**config.mk**
```make
export PLATFORM = sky130hd
export DESIGN_NAME = spi_cmd_ctrl
export DESIGN_NICKNAME = d
export VERILOG_FILES = /design/src/spi_cmd_pkg.sv /design/src/spi_xfer_if.sv /design/src/spi_cmd_ctrl.sv /design/src/spi_rsp_collect.sv /design/src/spi_byte_engine.sv /design/src/spi_cmd_decode.sv
export SDC_FILE = /design/constraint.sdc
export NUM_CORES = 1
export LEC_CHECK = 0
export BUFFER_PORTS_ARGS = -buffer_cell sky130_fd_sc_hd__buf_2
export CORE_ASPECT_RATIO = 0.5
export CORE_MARGIN = 2
export CORE_UTILIZATION = 45
export CTS_BUF_LIST = sky130_fd_sc_hd__clkbuf_4 sky130_fd_sc_hd__clkbuf_8
export DETAILED_ROUTE_END_ITERATION = 8
export HOLD_SLACK_MARGIN = 0.02
export PLACE_DENSITY = 0.7
export SLEW_MARGIN = 20
export SYNTH_ARGS = -nofsm -noshare
export SYNTH_HDL_FRONTEND = slang
export SYNTH_HIERARCHICAL = 1
export SYNTH_SLANG_ARGS = --single-unit
```
**constraint.sdc**
```tcl
create_clock -name clk -period 11.79 [get_ports clk]
set_input_delay 1.179 -clock clk [delete_from_list [all_inputs] [get_ports clk]]
set_output_delay 1.179 -clock clk [all_outputs]
set_load 0.05 [all_outputs]
```
**src/spi_cmd_pkg.sv**
```systemverilog
package spi_cmd_pkg;

	// host command word, opcode on top and data byte below
	parameter int CMD_W = 10;
	parameter int OP_W = 2;
	parameter int CMD_DATA_W = 8;

	// field positions inside the command word
	parameter int OP_LSB = CMD_W - OP_W;
	parameter int DATA_LSB = 0;

	// chip-select level bit inside the data byte of OP_CS
	parameter int CS_BIT = 0;

	// OP_NOP   does nothing
	// OP_CS    loads the active-low chip-select from data bit CS_BIT
	// OP_DIV   loads the half-period divider, a zero byte is stored as 1
	// OP_XFER  shifts the data byte out and one byte back in
	typedef enum logic [OP_W-1:0] {
		OP_NOP  = 2'd0,
		OP_CS   = 2'd1,
		OP_DIV  = 2'd2,
		OP_XFER = 2'd3
	} cmd_op_e;

endpackage
```
**src/spi_xfer_if.sv**
```systemverilog
`timescale 1ns/1ps

interface spi_xfer_if #(
	parameter int DATA_W = 8,
	parameter int DIV_W = 16
);

	logic start;                // one cycle, only while decoder is idle
	logic [DATA_W-1:0] tx_byte; // held from start until done
	logic [DIV_W-1:0] clk_div;  // half-period length in clk cycles
	logic done;                 // one cycle per start
	logic [DATA_W-1:0] rx_byte; // valid while done is high

	modport decode (
		output start,
		output tx_byte,
		output clk_div,
		input  done
	);

	modport engine (
		input  start,
		input  tx_byte,
		input  clk_div,
		output done,
		output rx_byte
	);

	modport result (
		input done,
		input rx_byte
	);

endinterface

```
**src/spi_cmd_ctrl.sv**
```systemverilog
`timescale 1ns/1ps

module spi_cmd_ctrl #(
	parameter int DIV_W = 16,
	parameter int CNT_W = 8
) (
	input  logic clk,
	input  logic rst_n,
	input  logic i_cmd_valid,
	input  logic [spi_cmd_pkg::CMD_W-1:0] i_cmd,
	output logic o_busy,
	output logic o_rsp_valid,
	output logic [spi_cmd_pkg::CMD_DATA_W-1:0] o_rsp_data,
	output logic [CNT_W-1:0] o_xfer_count,
	output logic [CNT_W-1:0] o_drop_count,
	output logic o_spi_cs_n,
	output logic o_spi_dclk,
	output logic o_spi_mosi,
	input  logic i_spi_miso
);

	// transfer width follows the data field of the command word
	localparam int DATA_W = spi_cmd_pkg::CMD_DATA_W;

	logic drop;

	spi_xfer_if #(
		.DATA_W(DATA_W),
		.DIV_W (DIV_W)
	) xfer_if ();

	spi_cmd_decode #(
		.DIV_W(DIV_W)
	) u_decode (
		.clk        (clk),
		.rst_n      (rst_n),
		.i_cmd_valid(i_cmd_valid),
		.i_cmd      (i_cmd),
		.o_spi_cs_n (o_spi_cs_n),
		.o_busy     (o_busy),
		.o_drop     (drop),
		.xfer       (xfer_if)
	);

	spi_byte_engine #(
		.DATA_W(DATA_W),
		.DIV_W (DIV_W)
	) u_engine (
		.clk       (clk),
		.rst_n     (rst_n),
		.i_spi_miso(i_spi_miso),
		.o_spi_dclk(o_spi_dclk),
		.o_spi_mosi(o_spi_mosi),
		.xfer      (xfer_if)
	);

	spi_rsp_collect #(
		.DATA_W(DATA_W),
		.CNT_W (CNT_W)
	) u_collect (
		.clk         (clk),
		.rst_n       (rst_n),
		.i_drop      (drop),
		.o_rsp_valid (o_rsp_valid),
		.o_rsp_data  (o_rsp_data),
		.o_xfer_count(o_xfer_count),
		.o_drop_count(o_drop_count),
		.xfer        (xfer_if)
	);

endmodule

```
**src/spi_rsp_collect.sv**
```systemverilog
`timescale 1ns/1ps

module spi_rsp_collect #(
	parameter int DATA_W = 8,
	parameter int CNT_W = 8
) (
	input  logic clk,
	input  logic rst_n,
	input  logic i_drop,
	output logic o_rsp_valid,
	output logic [DATA_W-1:0] o_rsp_data,
	output logic [CNT_W-1:0] o_xfer_count,
	output logic [CNT_W-1:0] o_drop_count,
	spi_xfer_if.result xfer
);

	logic rsp_valid_q;
	logic [DATA_W-1:0] rsp_data_q;
	logic [CNT_W-1:0] xfer_cnt;
	logic [CNT_W-1:0] drop_cnt;

	// strobe one cycle after done, not held
	always_ff @(posedge clk or negedge rst_n) begin
		if (!rst_n)
			rsp_valid_q <= 1'b0;
		else
			rsp_valid_q <= xfer.done;
	end

	always_ff @(posedge clk) begin
		if (xfer.done)
			rsp_data_q <= xfer.rx_byte;
	end

	// both counters wrap
	always_ff @(posedge clk or negedge rst_n) begin
		if (!rst_n) begin
			xfer_cnt <= '0;
			drop_cnt <= '0;
		end else begin
			if (xfer.done)
				xfer_cnt <= xfer_cnt + CNT_W'(1);
			if (i_drop)
				drop_cnt <= drop_cnt + CNT_W'(1);
		end
	end

	assign o_rsp_valid = rsp_valid_q;
	assign o_rsp_data = rsp_data_q;
	assign o_xfer_count = xfer_cnt;
	assign o_drop_count = drop_cnt;

endmodule

```
**src/spi_byte_engine.sv**
```systemverilog
`timescale 1ns/1ps

module spi_byte_engine #(
	parameter int DATA_W = 8,
	parameter int DIV_W = 16
) (
	input  logic clk,
	input  logic rst_n,
	input  logic i_spi_miso,
	output logic o_spi_dclk,
	output logic o_spi_mosi,
	spi_xfer_if.engine xfer
);

	localparam int BIT_W = $clog2(DATA_W + 1);

	typedef enum logic [2:0] {
		ST_IDLE,
		ST_LOAD,
		ST_LOW,
		ST_HIGH,
		ST_FINISH
	} state_e;

	state_e state;
	logic [DIV_W-1:0] half_cnt;
	logic [BIT_W-1:0] bit_cnt;
	logic [DATA_W-1:0] tx_sr;
	logic [DATA_W-1:0] rx_sr;
	logic dclk_q;
	logic half_end;
	logic last_bit;

	assign half_end = (half_cnt == xfer.clk_div - DIV_W'(1));
	assign last_bit = (bit_cnt == BIT_W'(DATA_W - 1));

	always_ff @(posedge clk or negedge rst_n) begin
		if (!rst_n) begin
			state <= ST_IDLE;
		end else begin
			case (state)
				ST_IDLE: begin
					if (xfer.start)
						state <= ST_LOAD;
				end
				ST_LOAD: begin
					state <= ST_LOW;
				end
				ST_LOW: begin
					if (half_end)
						state <= ST_HIGH;
				end
				ST_HIGH: begin
					if (half_end)
						state <= last_bit ? ST_FINISH : ST_LOW;
				end
				ST_FINISH: begin
					state <= ST_IDLE;
				end
				default: begin
					state <= ST_IDLE;
				end
			endcase
		end
	end

	// half-period counter, clk_div cycles per half
	always_ff @(posedge clk or negedge rst_n) begin
		if (!rst_n)
			half_cnt <= '0;
		else if ((state == ST_LOW || state == ST_HIGH) && !half_end)
			half_cnt <= half_cnt + DIV_W'(1);
		else
			half_cnt <= '0;
	end

	always_ff @(posedge clk or negedge rst_n) begin
		if (!rst_n)
			bit_cnt <= '0;
		else if (state == ST_LOAD)
			bit_cnt <= '0;
		else if (state == ST_HIGH && half_end)
			bit_cnt <= bit_cnt + BIT_W'(1);
	end

	// dclk follows the state, rises after the low half and falls after the high half
	always_ff @(posedge clk or negedge rst_n) begin
		if (!rst_n)
			dclk_q <= 1'b0;
		else if (state == ST_LOW && half_end)
			dclk_q <= 1'b1;
		else if (state == ST_HIGH && half_end)
			dclk_q <= 1'b0;
	end

	// zeros shift in behind the data, so mosi idles low
	always_ff @(posedge clk or negedge rst_n) begin
		if (!rst_n)
			tx_sr <= '0;
		else if (state == ST_LOAD)
			tx_sr <= xfer.tx_byte;
		else if (state == ST_HIGH && half_end)
			tx_sr <= tx_sr << 1; // next bit with the falling edge
	end

	// sample where dclk rises, first bit ends up in the msb
	always_ff @(posedge clk) begin
		if (state == ST_LOW && half_end)
			rx_sr <= {rx_sr[DATA_W-2:0], i_spi_miso};
	end

	assign o_spi_dclk = dclk_q;
	assign o_spi_mosi = tx_sr[DATA_W-1];

	assign xfer.done = (state == ST_FINISH);
	assign xfer.rx_byte = rx_sr;

endmodule

```
**src/spi_cmd_decode.sv**
```systemverilog
`timescale 1ns/1ps

module spi_cmd_decode #(
	parameter int DIV_W = 16
) (
	input  logic clk,
	input  logic rst_n,
	input  logic i_cmd_valid,
	input  logic [spi_cmd_pkg::CMD_W-1:0] i_cmd,
	output logic o_spi_cs_n,
	output logic o_busy,
	output logic o_drop,
	spi_xfer_if.decode xfer
);

	spi_cmd_pkg::cmd_op_e cmd_op;
	logic [spi_cmd_pkg::CMD_DATA_W-1:0] cmd_data;
	logic accept;
	logic accept_xfer;

	logic cs_n_q;
	logic busy_q;
	logic start_q;
	logic drop_q;
	logic [DIV_W-1:0] div_q;
	logic [spi_cmd_pkg::CMD_DATA_W-1:0] tx_q;

	// split the command word
	assign cmd_op = spi_cmd_pkg::cmd_op_e'(i_cmd[spi_cmd_pkg::OP_LSB +: spi_cmd_pkg::OP_W]);
	assign cmd_data = i_cmd[spi_cmd_pkg::DATA_LSB +: spi_cmd_pkg::CMD_DATA_W];

	// nothing is queued, so a command is taken only while idle
	assign accept = i_cmd_valid && !busy_q;
	assign accept_xfer = accept && (cmd_op == spi_cmd_pkg::OP_XFER);

	always_ff @(posedge clk or negedge rst_n) begin
		if (!rst_n) begin
			cs_n_q <= 1'b1;
			div_q <= DIV_W'(1);
			busy_q <= 1'b0;
			start_q <= 1'b0;
			drop_q <= 1'b0;
		end else begin
			start_q <= 1'b0;
			drop_q <= 1'b0;
			if (busy_q) begin
				if (xfer.done)
					busy_q <= 1'b0; // low from the cycle after done
				if (i_cmd_valid)
					drop_q <= 1'b1;
			end else if (accept) begin
				case (cmd_op)
					spi_cmd_pkg::OP_CS: begin
						cs_n_q <= cmd_data[spi_cmd_pkg::CS_BIT];
					end
					spi_cmd_pkg::OP_DIV: begin
						if (cmd_data == '0)
							div_q <= DIV_W'(1);
						else
							div_q <= DIV_W'(cmd_data);
					end
					spi_cmd_pkg::OP_XFER: begin
						start_q <= 1'b1;
						busy_q <= 1'b1;
					end
					default: begin
					end
				endcase
			end
		end
	end

	// byte to send, held by busy until done
	always_ff @(posedge clk) begin
		if (accept_xfer)
			tx_q <= cmd_data;
	end

	assign xfer.start = start_q;
	assign xfer.tx_byte = tx_q;
	assign xfer.clk_div = div_q;

	assign o_spi_cs_n = cs_n_q;
	assign o_busy = busy_q;
	assign o_drop = drop_q;

endmodule

```
==> metrics.md <==
| Metric | Value |
|---|---|
| DIE HEIGHT | `71.4 um` |
| Worst slew margin | `48.3%` |
| DP HPWL | `5150 um` |
| Rows | `24` |
| Worst Tran Pin Value | `775 ps` |
| Total die area | `9910 sq um` |
| Main synth FF type | `dfrtp_1` |
| Tcrit/Tclk final | `31.6%` |
| Worst Hold Class | `flop to flop` |
| Post-synth ARST share | `71.8%` |
| First-pass GRT wire length | `12900 um` |
| Critical-path cell list | `or4_1 -> or4_4 -> a211oi_2 -> o221ai_1 -> or4_4 -> nor3_2` |
| Mapped Area | `4090 sq um` |
| # fillers | `778` |
| Initial DRC count | `163` |
| CORE AREA | `8770 sq um` |
| R2r worst-path depth | `6` |
| Layout cell share with drive strength beyond 1 | `20.6%` |
| Number of setup buffers added after CTS | `0` |
| Hold Path Sink | `u_collect/o_rsp_data[7]` |
| Flop2flop setup slack | `8070 ps` |
| Startpoint Class | `flop` |
| VDD IR max | `0.000115 V` |
| Worst-Skew Late Latency | `360 ps` |
| Area growth syn-to-layout | `12.9%` |
| Register area share after synthesis | `55.0%` |
| Synth area leaders | `dfrtp_1 36%, edfxtp_1 18%, xor2_1 5.6%` |
| CTS Buffer Depth | `2` |
| Starting Density | `46.6%` |
| Crit path DAT | `3720 ps` |
| Slowest CP cell | `or4_1` |
| Design area | `4620 sq um` |
| Synth warn | `6` |
| Hold depth | `0` |
| Final Skew | `9.97 ps` |
| Vias/cell | `5.24` |
| Setup Viol. Count Final | `0` |
| CP required | `11790 ps` |
| Initial antenna violation count | `0` |
| Via count | `2719` |
| Syn Area/Cell | `11.7 sq um` |
| GR Util All Layers | `16.5%` |
| Drt wl/cell | `14.3 um` |
| Launching point of the worst reg2reg path | `u_decode/xfer.clk_div[2]` |
| Post-cts hold buffer count | `0` |
| MaxCap Viol Count | `0` |
| CTS tree | `done` |
| Max-slew violation count | `0` |
| Yosys top cell by area | `dfrtp_1` |
| Final Net Count | `416` |
| Yosys top cell area share | `36.1%` |
| WS Path Type | `flop to flop` |
| EDFF count, synth | `24` |
| Ant. Diodes | `0` |
| TritonCTS buffer count | `9` |
| Unrepaired setup endpoints after global routing | `false` |
| Top Ports | `43` |
| Leak | `0.00203 uW` |
| CP bufs+invs | `0` |
| RR Endpoint | `u_engine/xfer.rx_byte[0]` |
| Largest net degree at the start of global routing | `62` |
| Grt total ovfl | `0` |
| CP Capture Type | `flop` |
| Port bufs | `42` |
| Netlist cell types | `55` |
| H-tree depth | `3` |
| PostCTS Resize Cnt | `0` |
| Final ANT Viol Nets | `0` |
| FMAX | `0.269 GHz` |
| Status | `finished, final reports clean` |
| Placer Congestion | `0.880` |
| CTS root buffer | `clkbuf_8` |
| Worst-path clk slew | `80 ps` |
| DP Area | `4390 sq um` |
| Cells after synthesis | `350` |
| Chip Width | `139 um` |
| Pwr Density | `178 nW/um^2` |
| Fin. Hold Viols | `0` |
| Hold_sp | `u_engine/xfer.rx_byte[7]` |
| Drt pass-1 iters | `4` |
| Crit path max fanout | `12` |
| Clock Sink Count | `85` |
| Slowest stage delay, CP | `680 ps` |
| Routed wire length | `7440 um` |
| CP most frequent cell | `or4_4` |
| Vias in the first global route | `2678` |
| Residual DRC | `0` |
| Flops & latches, synth | `85` |
| Tmin final | `3720 ps` |
| Top Family by Delay on Critical Path | `simple AND/OR/NAND/NOR gates` |
| Setup TNS | `0 ps` |
[final cells by class]
type                            count  area [sq um]  area share, %
Tap cell                          117           146           3.17
Sequential cell                    85          2250           48.7
Inverter                            6          22.5          0.488
Timing Repair Buffer               43           218           4.71
Clock inverter                      5          82.6           1.79
Multi-Input combinational cell    252          1750           38.0
Clock buffer                       11           145           3.14
[state kept, by name (all words and copies together) (netlist names), 3 cells and up]
register	count
u_decode/xfer.clk_div	8
u_engine/bit_cnt	4
u_decode/xfer.tx_byte	8
u_collect/o_rsp_data	8
u_engine/state	3
u_engine/half_cnt	16
u_collect/o_xfer_count	8
u_collect/o_drop_count	8
u_engine/xfer.rx_byte	8
u_engine/tx_sr	8
[worst max-delay path by stage]
stage	startpoint	endpoint	cells past startpoint
after floorplan	u_decode/xfer.clk_div[0]	u_engine/xfer.rx_byte[0]	9
after global placement	u_decode/xfer.clk_div[2]	u_engine/xfer.rx_byte[6]	6
after detailed placement	u_decode/xfer.clk_div[2]	u_engine/xfer.rx_byte[7]	6
after CTS	u_decode/xfer.clk_div[2]	u_engine/xfer.rx_byte[0]	6
after global routing	u_decode/xfer.clk_div[2]	u_engine/xfer.rx_byte[0]	6
final	u_decode/xfer.clk_div[2]	u_engine/xfer.rx_byte[0]	6
[kinds of logic (layout without fill, tap and decap cells)]
logic type / count (synthesis) / after routing / share of synthesized area (%)
AO/OA/AOI/OAI: 38 / 38 / 6.73
XOR/XNOR: 48 / 48 / 10.6
adder cells (fa/ha/maj): 5 / 5 / 1.53
buffers and inverters: 20 / 65 / 2.85
flip-flops: 85 / 85 / 55.0
multiplexers: 11 / 11 / 3.67
other: 1 / 8 / 0.0917
AND/OR/NAND/NOR: 142 / 142 / 19.5
[through the flow]
stage | total power (uW) | hold slack, ps | utilization [%] | setup slack, ps | std cells
finish | 822 | 438 | 52.7 | 8070 | 519
global placement | 591 | 417 | 50.0 | 7860 | 503
detailed placement | 594 | 419 | 50.0 | 7730 | 503
CTS | 829 | 440 | 52.6 | 7700 | 519
floorplan | 546 | 400 | - | 8060 | 357
global route | 871 | 456 | 52.7 | 7890 | 519
[Yosys cell counts (all sizes together) (4+ instances only)]
cell type and n:
nand2 18, a221o 7, mux2 11, inv 6, nor2 36, nor3 7, nand3 7, and2 12
buf 12, nand4 14, a21oi 8, o21ai 8, nor4 9, or4 7, and3 9, dfrtp 59
ha 5, xor2 26, nand2b 4, edfxtp 24, xnor2 21
[report_power, final]
part / internal, uW / switching, uW
clock: 128 / 104
combinational: 84.1 / 116
sequential: 339 / 51.1
total: 551 / 271
[metal layers]
metal,share of wire [%],track usage [%],vias up
met4,1.3,6.40,0
met2,43,24.8,57
met5,0,0,-
met1,51,22.4,1298
met3,4.4,5.82,8
li1,-,-,1356
[cell usage in the layout, fill, tap and decap left out, types with 4 or more instances in the layout]
cell type / synthesis / layout
a221o_1: 7 / 7
xor2_1: 26 / 26
o21ai_0: 8 / 8
nand2_1: 18 / 18
conb_1: 1 / 8
buf_2: 2 / 42
nor3_1: 7 / 6
or4_1: 5 / 5
nor2_1: 34 / 34
inv_1: 6 / 6
nor4_1: 9 / 9
xnor2_1: 21 / 21
dfrtp_1: 59 / 59
a21oi_1: 8 / 8
nand4_1: 13 / 13
mux2_4: 7 / 7
ha_1: 5 / 5
clkbuf_8: 0 / 10
and2_1: 12 / 12
edfxtp_1: 24 / 24
nand2b_1: 4 / 4
nand3_1: 7 / 7
and3_1: 9 / 9
No activity file was read; power rests on OpenSTA's default activity.
